$ cat src/hdl/fp_cfg_pkg.sv
// --------------------
// fp config constants
// strobe timing and field widths
// --------------------

`default_nettype none

package fp_cfg_pkg;

	// idle cycles between strob1 and strob2
	localparam int FP_DLY_SHORT = 2;
	// slow states: multiply/divide step and result write
	localparam int FP_DLY_LONG = 5;
	// strobe wait counter width
	localparam int FP_DLY_W = $clog2(FP_DLY_LONG);

	// leading-zero count from the datapath
	localparam int FP_NORM_W = 4;
	// LP word counter, up to four words
	localparam int FP_LP_W = 2;

endpackage

`default_nettype wire

$ cat src/hdl/fp_ctl_pkg.sv
// --------------------
// fp control types
// sequencer states and the opcode set of the coprocessor
// --------------------

`default_nettype none

package fp_ctl_pkg;

	// --------------------
	// sequencer states
	// --------------------

	// one state per phase of a job, S_END gives the end-of-job pulse
	typedef enum logic [2:0] {
		S_IDLE,
		S_READ,
		S_ALIGN,
		S_ADD,
		S_MULDIV,
		S_NORM,
		S_WRITE,
		S_END
	} fp_state_e;

	// --------------------
	// opcodes
	// --------------------

	// add, subtract, multiply, divide, normalize only
	typedef enum logic [2:0] {
		OP_AD,
		OP_SD,
		OP_MW,
		OP_DW,
		OP_NRF
	} fp_op_e;

endpackage

`default_nettype wire

$ cat src/hdl/fp_decode.sv
// --------------------
// fp control decode
// gates strob1 by state into the datapath control pulses
// --------------------

`timescale 1ns/1ps
`default_nettype none

module fp_decode (
	input  fp_ctl_pkg::fp_state_e                 state,
	input  wire                                   strob1,
	input  wire                                   strob2,
	input  wire [fp_cfg_pkg::FP_LP_W-1:0]         lp,
	output logic                                  read_fp,
	output logic                                  rlp_fp,
	output logic                                  clockm,
	output logic                                  clockta,
	output logic                                  strob_fp,
	output logic                                  strob2_fp,
	output logic                                  lpa,
	output logic                                  lpb
);

	// --------------------
	// datapath pulses
	// --------------------

	// each pulse is strob1 in its own state, one cycle wide
	always_comb begin
		read_fp = 1'b0;
		rlp_fp = 1'b0;
		clockm = 1'b0;
		clockta = 1'b0;
		case (state)
			fp_ctl_pkg::S_READ: begin
				// operand word fetch
				read_fp = strob1;
			end
			fp_ctl_pkg::S_ADD, fp_ctl_pkg::S_MULDIV: begin
				// one arithmetic step
				clockm = strob1;
			end
			fp_ctl_pkg::S_NORM: begin
				// one mantissa shift
				clockta = strob1;
			end
			fp_ctl_pkg::S_WRITE: begin
				// result word store
				rlp_fp = strob1;
			end
			default: begin
				// align, idle and end give no datapath pulse
				read_fp = 1'b0;
			end
		endcase
	end

	// strobes to the CPU side
	assign strob_fp = strob1;
	assign strob2_fp = strob2;

	// LP word select bits
	assign lpa = lp[0];
	assign lpb = lp[1];

endmodule

`default_nettype wire

$ cat src/hdl/fp_lp_counter.sv
// --------------------
// LP word counter
// selects the operand or result word, flags the last one
// --------------------

`timescale 1ns/1ps
`default_nettype none

module fp_lp_counter #(
	parameter int WORDS = 3
) (
	input  wire                             got_fp,
	input  wire                             _0_f,
	input  wire                             lp_load,
	input  wire                             lp_step,
	output logic [fp_cfg_pkg::FP_LP_W-1:0] lp,
	output logic                            lp_last
);

	localparam int LW = fp_cfg_pkg::FP_LP_W;
	localparam logic [LW-1:0] LP_MAX = LW'(WORDS - 1);

	assign lp_last = (lp == LP_MAX);

	// wraps back to word 0 after the last word, so the
	// write pass starts where the read pass did
	always_ff @(posedge got_fp or posedge _0_f) begin
		if (_0_f) begin
			lp <= '0;
		end else if (lp_load) begin
			lp <= '0;
		end else if (lp_step) begin
			if (lp_last) begin
				lp <= '0;
			end else begin
				lp <= lp + 1'b1;
			end
		end
	end

	// word index stays inside the transfer
	a_lp_range: assert property (@(posedge got_fp) disable iff (_0_f)
		lp <= LP_MAX);

endmodule

`default_nettype wire

$ cat src/hdl/fp_seq.sv
// --------------------
// fp sequencer
// state register and next-state logic, job start on efp,
// end of job on ekc_fp
// --------------------

`timescale 1ns/1ps
`default_nettype none

module fp_seq #(
	parameter int WORDS = 3,
	parameter int MANT_BITS = 8
) (
	input  wire                                got_fp,
	input  wire                                _0_f,
	input  wire                                efp,
	input  fp_ctl_pkg::fp_op_e                 op,
	input  wire [fp_cfg_pkg::FP_NORM_W-1:0]    norm_count,
	input  wire                                strob1,
	input  wire                                strob2,
	input  wire                                lp_last,
	output fp_ctl_pkg::fp_state_e              state,
	output logic                               long_step,
	output logic                               lp_load,
	output logic                               lp_step,
	output logic                               sr_fp,
	output logic                               ekc_fp
);

	localparam int NW = fp_cfg_pkg::FP_NORM_W;
	localparam int MB_W = (MANT_BITS > 1) ? $clog2(MANT_BITS) : 1;
	// loop counter must hold both the step count and the shift count
	localparam int LOOP_W = (MB_W > NW) ? MB_W : NW;
	localparam logic [LOOP_W-1:0] MD_LAST = LOOP_W'(MANT_BITS - 1);

	fp_ctl_pkg::fp_state_e state_nx;
	fp_ctl_pkg::fp_op_e op_q;
	logic [NW-1:0] norm_q;
	logic [LOOP_W-1:0] loop_cnt;
	logic [LOOP_W-1:0] loop_nx;
	logic [LOOP_W-1:0] norm_in_m1;
	logic [LOOP_W-1:0] norm_q_m1;
	logic accept;
	logic md_op;

	// start only from idle, a second efp mid-job is dropped
	assign accept = efp && (state == fp_ctl_pkg::S_IDLE);

	assign md_op = (op_q == fp_ctl_pkg::OP_MW) || (op_q == fp_ctl_pkg::OP_DW);
	assign norm_in_m1 = LOOP_W'(norm_count) - 1'b1;
	assign norm_q_m1 = LOOP_W'(norm_q) - 1'b1;

	assign sr_fp = (state != fp_ctl_pkg::S_IDLE);
	assign ekc_fp = (state == fp_ctl_pkg::S_END);
	assign long_step = (state == fp_ctl_pkg::S_MULDIV) || (state == fp_ctl_pkg::S_WRITE);
	assign lp_load = accept;
	// LP moves on each word transfer
	assign lp_step = strob2 &&
		((state == fp_ctl_pkg::S_READ) || (state == fp_ctl_pkg::S_WRITE));

	// --------------------
	// next state
	// --------------------

	always_comb begin
		state_nx = state;
		loop_nx = loop_cnt;
		case (state)
			fp_ctl_pkg::S_IDLE: begin
				if (accept) begin
					// NRF has no operands to fetch, go straight to normalize
					if (op == fp_ctl_pkg::OP_NRF) begin
						state_nx = (norm_count == '0) ? fp_ctl_pkg::S_WRITE : fp_ctl_pkg::S_NORM;
						loop_nx = norm_in_m1;
					end else begin
						state_nx = fp_ctl_pkg::S_READ;
					end
				end
			end
			fp_ctl_pkg::S_READ: begin
				if (strob2 && lp_last) begin
					state_nx = fp_ctl_pkg::S_ALIGN;
				end
			end
			fp_ctl_pkg::S_ALIGN: begin
				if (strob2) begin
					state_nx = md_op ? fp_ctl_pkg::S_MULDIV : fp_ctl_pkg::S_ADD;
					loop_nx = MD_LAST;
				end
			end
			fp_ctl_pkg::S_ADD, fp_ctl_pkg::S_MULDIV: begin
				// add is a single step, mul/div loops until the count runs out
				if (strob2) begin
					if (state == fp_ctl_pkg::S_ADD || loop_cnt == '0) begin
						state_nx = (norm_q == '0) ? fp_ctl_pkg::S_WRITE : fp_ctl_pkg::S_NORM;
						loop_nx = norm_q_m1;
					end else begin
						loop_nx = loop_cnt - 1'b1;
					end
				end
			end
			fp_ctl_pkg::S_NORM: begin
				if (strob2) begin
					if (loop_cnt == '0) begin
						state_nx = fp_ctl_pkg::S_WRITE;
					end else begin
						loop_nx = loop_cnt - 1'b1;
					end
				end
			end
			fp_ctl_pkg::S_WRITE: begin
				if (strob2 && lp_last) begin
					state_nx = fp_ctl_pkg::S_END;
				end
			end
			default: begin
				// S_END lasts a single cycle
				state_nx = fp_ctl_pkg::S_IDLE;
			end
		endcase
	end

	always_ff @(posedge got_fp or posedge _0_f) begin
		if (_0_f) begin
			state <= fp_ctl_pkg::S_IDLE;
			loop_cnt <= '0;
		end else begin
			state <= state_nx;
			loop_cnt <= loop_nx;
		end
	end

	// job operands, captured when the job starts
	always_ff @(posedge got_fp) begin
		if (accept) begin
			op_q <= op;
			norm_q <= norm_count;
		end
	end

	// --------------------
	// checks
	// --------------------

	// execute states agree with the latched opcode, NRF skips them all
	a_state_legal: assert property (@(posedge got_fp) disable iff (_0_f)
		(state != fp_ctl_pkg::S_MULDIV || md_op) &&
		(state != fp_ctl_pkg::S_ADD || op_q == fp_ctl_pkg::OP_AD ||
			op_q == fp_ctl_pkg::OP_SD) &&
		(op_q != fp_ctl_pkg::OP_NRF || !(state inside {fp_ctl_pkg::S_READ,
			fp_ctl_pkg::S_ALIGN, fp_ctl_pkg::S_ADD, fp_ctl_pkg::S_MULDIV})));

	// end of job is one cycle, and no strobe belongs to it
	a_ekc_single: assert property (@(posedge got_fp) disable iff (_0_f)
		ekc_fp |-> !strob1 ##1 !ekc_fp);

endmodule

`default_nettype wire

$ cat src/hdl/fp_strobgen.sv
// --------------------
// fp strobe generator
// issues one strob1/strob2 pair per state step, with a
// per-state wait between them and optional single stepping
// --------------------

`timescale 1ns/1ps
`default_nettype none

module fp_strobgen (
	input  wire                   got_fp,
	input  wire                   _0_f,
	input  fp_ctl_pkg::fp_state_e state,
	input  wire                   long_step,
	input  wire                   mode,
	input  wire                   step,
	output logic                  strob1,
	output logic                  strob2
);

	localparam int DW = fp_cfg_pkg::FP_DLY_W;
	// counter runs down to zero, so load one less than the wait
	localparam logic [DW-1:0] WAIT_SHORT = DW'(fp_cfg_pkg::FP_DLY_SHORT - 1);
	localparam logic [DW-1:0] WAIT_LONG = DW'(fp_cfg_pkg::FP_DLY_LONG - 1);
	// strob1 to strob2 distance in cycles
	localparam int S2_SHORT = fp_cfg_pkg::FP_DLY_SHORT + 1;
	localparam int S2_LONG = fp_cfg_pkg::FP_DLY_LONG + 1;

	// armed, counting the wait, giving strob2
	typedef enum logic [1:0] {
		PH_ARM,
		PH_WAIT,
		PH_S2
	} phase_e;

	phase_e phase;
	logic [DW-1:0] wait_cnt;
	logic run;
	logic go;

	// strobes only in states that do work
	assign run = (state != fp_ctl_pkg::S_IDLE) && (state != fp_ctl_pkg::S_END);

	// free running, or held until the operator presses step
	assign go = ~mode | step;

	// strob1 leaves the armed phase directly, so a new pair can
	// follow strob2 on the very next cycle
	assign strob1 = (phase == PH_ARM) & run & go;
	assign strob2 = (phase == PH_S2);

	// --------------------
	// phase machine
	// --------------------

	always_ff @(posedge got_fp or posedge _0_f) begin
		if (_0_f) begin
			phase <= PH_ARM;
			wait_cnt <= '0;
		end else begin
			case (phase)
				PH_ARM: begin
					if (strob1) begin
						phase <= PH_WAIT;
						wait_cnt <= long_step ? WAIT_LONG : WAIT_SHORT;
					end
				end
				PH_WAIT: begin
					if (wait_cnt == '0) begin
						phase <= PH_S2;
					end else begin
						wait_cnt <= wait_cnt - 1'b1;
					end
				end
				PH_S2: begin
					phase <= PH_ARM;
				end
				default: begin
					phase <= PH_ARM;
				end
			endcase
		end
	end

	// strob2 closes the pair after the wait chosen at strob1
	a_pair_short: assert property (@(posedge got_fp) disable iff (_0_f)
		strob1 && !long_step |-> ##S2_SHORT strob2);

	a_pair_long: assert property (@(posedge got_fp) disable iff (_0_f)
		strob1 && long_step |-> ##S2_LONG strob2);

endmodule

`default_nettype wire

$ cat src/hdl/fps.sv
// --------------------
// F-PS control unit
// sequencer, strobe generator, LP counter and decode
// --------------------

`timescale 1ns/1ps
`default_nettype none

module fps #(
	parameter int WORDS = 3,
	parameter int MANT_BITS = 8
) (
	input  wire                             got_fp,
	input  wire                             _0_f,
	input  wire                             efp,
	input  fp_ctl_pkg::fp_op_e              op,
	input  wire [fp_cfg_pkg::FP_NORM_W-1:0] norm_count,
	input  wire                             mode,
	input  wire                             step,
	output logic                            strob_fp,
	output logic                            strob2_fp,
	output logic                            sr_fp,
	output logic                            read_fp,
	output logic                            rlp_fp,
	output logic                            lpa,
	output logic                            lpb,
	output logic                            clockm,
	output logic                            clockta,
	output logic                            ekc_fp
);

	fp_ctl_pkg::fp_state_e state;
	logic long_step;
	logic strob1;
	logic strob2;
	logic lp_load;
	logic lp_step;
	logic [fp_cfg_pkg::FP_LP_W-1:0] lp;
	logic lp_last;

	fp_seq #(
		.WORDS(WORDS),
		.MANT_BITS(MANT_BITS)
	) u_seq (
		.got_fp(got_fp),
		._0_f(_0_f),
		.efp(efp),
		.op(op),
		.norm_count(norm_count),
		.strob1(strob1),
		.strob2(strob2),
		.lp_last(lp_last),
		.state(state),
		.long_step(long_step),
		.lp_load(lp_load),
		.lp_step(lp_step),
		.sr_fp(sr_fp),
		.ekc_fp(ekc_fp)
	);

	fp_strobgen u_strobgen (
		.got_fp(got_fp),
		._0_f(_0_f),
		.state(state),
		.long_step(long_step),
		.mode(mode),
		.step(step),
		.strob1(strob1),
		.strob2(strob2)
	);

	fp_lp_counter #(
		.WORDS(WORDS)
	) u_lp (
		.got_fp(got_fp),
		._0_f(_0_f),
		.lp_load(lp_load),
		.lp_step(lp_step),
		.lp(lp),
		.lp_last(lp_last)
	);

	fp_decode u_decode (
		.state(state),
		.strob1(strob1),
		.strob2(strob2),
		.lp(lp),
		.read_fp(read_fp),
		.rlp_fp(rlp_fp),
		.clockm(clockm),
		.clockta(clockta),
		.strob_fp(strob_fp),
		.strob2_fp(strob2_fp),
		.lpa(lpa),
		.lpb(lpb)
	);

endmodule

`default_nettype wire

$ cat config.mk
export PLATFORM = sky130hd
export DESIGN_NAME = fps
export DESIGN_NICKNAME = d
export VERILOG_FILES = /design/src/hdl/fp_cfg_pkg.sv /design/src/hdl/fp_ctl_pkg.sv /design/src/hdl/fp_decode.sv /design/src/hdl/fp_lp_counter.sv /design/src/hdl/fp_seq.sv /design/src/hdl/fp_strobgen.sv /design/src/hdl/fps.sv
export SDC_FILE = /design/constraint.sdc
export NUM_CORES = 1
export LEC_CHECK = 0
export BUFFER_PORTS_ARGS = -buffer_cell sky130_fd_sc_hd__clkbuf_2
export CORE_MARGIN = 3
export CORE_UTILIZATION = 30
export CTS_CLUSTER_SIZE = 12
export DETAILED_ROUTE_END_ITERATION = 7
export GPL_ROUTABILITY_DRIVEN = 0
export PLACE_DENSITY_LB_ADDON = 0.2
export SYNTH_ARGS = -nofsm -noshare
export SYNTH_HDL_FRONTEND = slang
export SYNTH_SLANG_ARGS = --single-unit
$ cat constraint.sdc
create_clock -name got_fp -period 4.1 [get_ports got_fp]
set_clock_uncertainty 0.15 [all_clocks]
set_input_delay 0.205 -clock got_fp [delete_from_list [all_inputs] [get_ports got_fp]]
set_output_delay 0.205 -clock got_fp [all_outputs]
set_load 0.02 [all_outputs]
==> results.md, run 1 <==
- Initial Util: 0.324
- Synth Area in Compound Gates: 0.246
- CTS clock-pin slew for the worst setup and hold paths: 0.07 ns
- First-pass GRT wire length: 6060 um
- Yosys cell types: 50
- Htree depth: 1
- Commonest non-fill, non-tap cell in the layout: clkbuf_2
- Most used cell along the critical path: nor2_1
- Adder-Cell Fraction of Synth Area: 0.0668
- PwrDens: 671 nW/um^2
- Final hold vios: 0
- Post-synthesis sequential area ratio: 0.359
- CTS sink cnt: 20
- Uppermost layer routed: met4
- Fin crit share: 0.600
- Post-synthesis simple-gate area fraction: 0.191
- Post_cts resized: 0
- Hold crit path type: primary input to flip-flop
- Ys Warns: 0
- Max cap viols: 0
- CTS tree: yes
- DPL Wire Length: 2660 um
- Drt first pass iters: 4
- Worst path max stage delay: 0.80 ns
- Req. time, crit path: 3.74 ns
- Vias per cell: 5.10
- Pin count of the biggest net entering global routing: 25
- RSZ-0062 raised after global routing: no
- DR vias: 1,281
- Number of synthesized register bits: 20
- CP Data Arrival Time: 2.11 ns
- Cell Area, Synth: 1480 sq um
- Die height: 76.2 um
- Total core area: 4560 sq um
- Syn avg cell area: 9.13 sq um
- Async SR Flop Fraction: 0.700
- Max-slew violations: 0
- Initial antenna violation count: 0
- Largest family of logic cells by synthesized area: compound AO/OA/AOI/OAI gates
- Critical-path top delay cell: dfrtp_1
- CTS root buffer: clkbuf_8
- CP delay by family, top: flip-flops
- CP cell instances: nand2b_1 > nor2_1 > a21oi_1 > nor2_1 > clkbuf_2
- Post-Route WL: 3480 um
- Drt drc: 0
- Num CTS Buffers: 3
- WL met2: 1730 um
- Vias in the first global route: 1,238
- Post-synthesis mux area share: 0.0279
- Post-Synth XOR/XNOR Area: 0.0474
- Max Clk Rate: 406 MHz
- Final nets: 206
- Mapped Nets: 181
- Area Overhead vs Synth: 16.2%
- Setup TNS: 0 ns
- Buffers on Ports: 21
- Final setup fails: 0
- Global route overflow: 0
- Worst path bufs/invs: 1
- Dominant synthesized flop cell: dfrtp_1
- CTS Buffer Depth: 2
- Tot GR Track Use: 0.126
- Boundary Pins: 22
- Placed Instance Area: 1630 sq um
- Antenna Cells: 0
- CP Launch Type: flip-flop
- Power, Total: 1.15 mW
- Max VDD drop: 0.473 mV
- Post-synth EDFFs: 6
- Worst-Skew Late Latency: 0.26 ns
- P_leak: 0.746 nW
- Metal-1 WL: 1600 um
- Worst Hold Margin: 0.0230 ns
- Crit end category: output pin
- Die Wd: 76.2 um
- Layout fillers: 492
- Detail Route Antenna Nets: 0
- Min cycle time layout: 2.46 ns
- Worst slew pin tran: 0.771 ns
- Fin area: 1720 sq um
- CP max FO: 17
- Site Rows: 24
- Die area: 5810 sq um
- 1st-iter DRT viols: 66
- Status: completed
- DR WL met3: 111 um
- Commonest cells after routing, fill and taps aside: clkbuf_2 (21), inv_1 (15), nor2_1 (14), dfrtp_1 (14), nand2_1 (13)
- Share of layout cells above drive strength 1: 0.204
- Critical path class: flip-flop to output pin
- Cells after Synth: 162
- Max-slew headroom: 0.486
- DR WL/cell: 13.9 um
[kinds of logic (layout without fill, tap and decap cells)]
logic type	Yosys count	after routing
compound gates	47	47
xor+xnor	8	8
fa+ha+maj	8	8
buf+inv	21	45
flops	20	20
mux	4	4
simple gates	54	54
[power by group]
part / internal (mW) / switching (mW)
sequential: 0.279 / 0.134
clock: 0.0691 / 0.0633
combinational: 0.261 / 0.347
[synth_stat cells, drive strengths merged (2+ instances only)]
cell    instances  share of area
nand3           3          0.010
o221a           2          0.015
ha              7          0.059
clkbuf          2         0.0051
nor3b           2          0.010
and3            3          0.013
o21ai           8          0.027
buf             3          0.016
o32ai           2          0.017
a211oi          2          0.010
edfxtp          6           0.12
dfrtp          14           0.24
a221oi          4          0.028
nand2          13          0.033
xnor2           4          0.024
o31ai           2          0.010
a21oi          11          0.037
a31oi           5          0.031
mux2i           3          0.020
xor2            4          0.024
inv            16          0.041
nor2b           5          0.021
nor2           14          0.036
and2b           2          0.011
o211ai          2          0.010
nor3            7          0.031
[worst register-to-register path: cells and delay by family, from the launching register on]
kind | cells | cell delay [ns]
flip-flops | 1 | 0.80
AO/OA/AOI/OAI | 3 | 0.75
adder cells (fa/ha/maj) | 1 | 0.37
buffers and inverters | 1 | 0.23
[final cells by class]
type,count,area [sq um],area share
clock buffer,4,45.0,0.0262
inverter,16,60.1,0.0349
multi-input combinational,121,857,0.499
sequential,20,531,0.309
tap,65,81.3,0.0473
timing repair buffer,25,145,0.0844
[metal layers]
metal | global-route usage | vias to the layer above
met5 | 0 | -
met4 | 0.0471 | 0
met3 | 0.0201 | 4
met2 | 0.207 | 22
met1 | 0.165 | 613
li1 | - | 642
[state kept, by name (all words and copies together) (netlist names)]
signal               cells
u_seq.norm_q             4
u_seq.state              3
u_strobgen.phase         2
u_lp.lp                  2
u_seq.loop_cnt           4
u_seq.op_q               2
u_strobgen.wait_cnt      3
[path summary, 6_finish.rpt]
kind                                              from                endpoint  slack, ns  cells past startpoint
worst min register to register  u_strobgen.wait_cnt[1]  u_strobgen.wait_cnt[1]       0.42                      2
worst max register to register          u_seq.state[2]          u_seq.state[0]       1.72                      5
min in group asynchronous                         _0_f          u_seq.state[1]       0.38                      3
max in group asynchronous                         _0_f              u_lp.lp[1]       3.06                      3
worst max-delay path                    u_seq.state[2]                  clockm       1.64                      5
worst min-delay path                     norm_count[3]         u_seq.norm_q[3]       0.02                      1
[timing repair]
| item | in CTS | in global routing |
|---|---|---|
| endpoints found under the hold margin | 17 | 0 |
| setup buffers | 0 | 0 |
| hold buffers | 4 | 0 |
| endpoints found under the setup margin | 0 | 0 |
[stage by stage]
stage	instances	util	setup slack [ns]
6_report	251	0.377	1.64
5_1_grt	251	0.377	1.46
4_1_cts	251	0.377	1.65
3_5_place_dp	243	0.358	1.73
3_3_place_gp	243	0.358	1.82
2_1_floorplan	162	-	2.11
(Power assumes the default switching activity.)
==> run 2: changes to the inputs <==
==> constraint.sdc (replaced) <==
create_clock -name got_fp -period 2.3 [get_ports got_fp]
set_clock_uncertainty 0.15 [all_clocks]
set_input_delay 0.115 -clock got_fp [delete_from_list [all_inputs] [get_ports got_fp]]
set_output_delay 0.115 -clock got_fp [all_outputs]
set_load 0.02 [all_outputs]
==> run 2 against run 1 <==
Cell count is 3.6% higher; first-iteration DRC count is 56% higher; sequential share of layout area is 1.6 points lower; non-clock buffer count is 9 higher; total power is 90% higher; die area stayed put; critical endpoint is now u_seq.state[2]; largest cell class unchanged.
==> results.md, run 2 (synthesized netlist as in run 1, its figures left out) <==
- Boundary Pins: 22 (unchanged)
- Htree depth: 1 (unchanged)
- Die Wd: 76.2 um (unchanged)
- Max Clk Rate: 456 MHz
- Site Rows: 24 (unchanged)
- Global Route met2 Usage: 0.232 (+0.0246)
- CTS root buffer: clkbuf_8
- CTS tree: yes
- Final WS setup: 0.106 ns (-1.53 ns)
- Global route overflow: 0 (unchanged)
- Share of layout cells above drive strength 1: 0.241 (+0.0367)
- Die height: 76.2 um (unchanged)
- Worst-Skew Late Latency: 0.26 ns (about the same)
- CTS sink cnt: 20 (unchanged)
- Crit end category: flip-flop
- PwrDens: 1210 nW/um^2 (+80%)
- CP cell instances: inv_1 > ha_1 > or3b_4 > o41ai_4 > a221oi_2 > a2111oi_2 > a21o_1
- Setup TNS: 0 ns (unchanged)
- Antenna Cells: 0 (unchanged)
- R2R Setup Slk: 0.11 ns (-1.61 ns)
- Worst path max stage delay: 0.43 ns (-0.37 ns)
- CTS Buffer Depth: 2 (unchanged)
- 1st-iter DRT viols: 103 (+56%)
- Max-slew headroom: 0.617 (+0.131)
- Total core area: 4560 sq um (unchanged)
- Layout fillers: 491 (-0.20%)
- Hold crit path type: primary input to flip-flop
- Pin count of the biggest net entering global routing: 16 (-36%)
- DR vias: 1,361 (+6.2%)
- Fin crit share: 0.954
- P_leak: 0.802 nW (+7.5%)
- Max-slew violations: 0 (unchanged)
- CP Launch Type: flip-flop
- Final nets: 215 (+4.4%)
- Drt first pass iters: 4 (unchanged)
- Initial antenna violation count: 0 (unchanged)
- Commonest cells after routing, fill and taps aside: clkbuf_2 (21), inv_1 (15), nand2_1 (13), nor2_1 (13), dfrtp_1 (13)
- Busiest grt layer: met2
- Vias per cell: 5.23 (+2.6%)
- Placed insts: 249 (+2.5%)
- Req. time, crit path: 2.35 ns (-1.39 ns)
- Final hold vios: 0 (unchanged)
- CP max FO: 5 (-12)
- Max cap viols: 0 (unchanged)
- Min cycle time layout: 2.19 ns
- CP Data Arrival Time: 2.24 ns (+0.13 ns)
- M1 GR Usage: 0.178 (+0.0131)
- Final setup fails: 0 (unchanged)
- Die area: 5810 sq um (unchanged)
- Status: completed
- First-pass GRT wire length: 6580 um (+8.5%)
- DPL Wire Length: 2900 um (+9.1%)
- Worst Hold Margin: 0.0692 ns (+0.0462 ns)
- DR WL/cell: 14.3 um (+3.2%)
- Buffers on Ports: 21 (unchanged)
- Max VDD drop: 0.543 mV (+15%)
- RSZ-0062 raised after global routing: yes
- Num CTS Buffers: 3 (unchanged)
- Worst slew pin tran: 0.575 ns (-0.197 ns)
- Critical-path top delay cell: dfrtp_1
- Regs by FF count: u_seq.loop_cnt (4), u_seq.norm_q (4)
- Postcts setup bufs: 0 (unchanged)
- Vias in the first global route: 1,387 (+12%)
- Critical path class: flip-flop to flip-flop
- Tot GR Track Use: 0.135 (+0.00952)
- Commonest non-fill, non-tap cell in the layout: clkbuf_2
- Pre-CTS WS: 0.0882 ns (-1.65 ns)
- Detail Route Antenna Nets: 0 (unchanged)
- CTS clock-pin slew for the worst setup and hold paths: 0.08 ns (about the same)
- Post-Route WL: 3720 um (+6.9%)
- Initial Util: 0.324 (unchanged)
- Area Overhead vs Synth: 23.0%
- Non-filler instance count after layout: 260 (+3.6%)
- Drt drc: 0 (unchanged)
- Met3 usage: 0.0142 (-0.00591)
run 2: cell count changes in the layout (fill, tap and decap cells not counted), sizes merged:
| cell | before | now |
|---|---|---|
| dlygate4sd3 | 4 | 7 |
| buf | 0 | 6 |
run 2: worst paths after layout:
check / cells past startpoint / to / start
min in group asynchronous: 3 / u_strobgen.wait_cnt[1] / _0_f
min reg2reg: 2 / u_strobgen.wait_cnt[1] / u_strobgen.wait_cnt[1]
max: 7 / u_seq.state[2] / u_seq.loop_cnt[0]
max in group asynchronous: 3 / u_seq.state[1] / _0_f
max reg2reg: 7 / u_seq.state[2] / u_seq.loop_cnt[0]
min: 3 / u_seq.state[1] / efp
run 2: timing repair:
action	in CTS	in global routing
hold buffers	7	0
endpoints found under the hold margin	20	0
resized for setup	0	3
setup endpoints to repair	0	2
run 2: final cells by class:
class	count	area (sq um)	share of cell area
multi-input cells	121	871	0.479
flip-flops and latches	20	532	0.292
repair buffers	34	220	0.121
well taps	65	81.3	0.0447
inverters	16	60.1	0.0330
clock buffers	4	55.1	0.0303
run 2: power by group:
part | switching, mW | total, mW | internal [mW] | leakage (nW)
logic | 0.696 | 1.21 | 0.517 | 0.550
registers | 0.203 | 0.704 | 0.501 | 0.223
clock network | 0.123 | 0.275 | 0.152 | 0.0288
total | 1.02 | 2.19 | 1.17 | 0.802
run 2: critical path, delay by kind of cell, from the launching register on:
family,cells,cell delay (ns)
AO/OA/AOI/OAI,4,0.86
buffers and inverters,1,0.10
adder cells (fa/ha/maj),1,0.18
AND/OR/NAND/NOR,1,0.42
flip-flops,1,0.43
run 2: metrics by stage:
step	utilization	instance area, sq um	total power, mW
CTS	0.395	1800	2.19
detailed placement	0.368	1680	1.89
finish	0.399	1820	2.19
global placement	0.368	1680	1.86
global route	0.399	1820	2.38
floorplan	-	1480	1.57
run 2: layer usage:
layer | wire (um) | vias to the layer above
met3 | 100 | 6
met2 | 1870 | 33
met5 | 0 | -
li1 | - | 660
met1 | 1710 | 662
met4 | 47 | 0
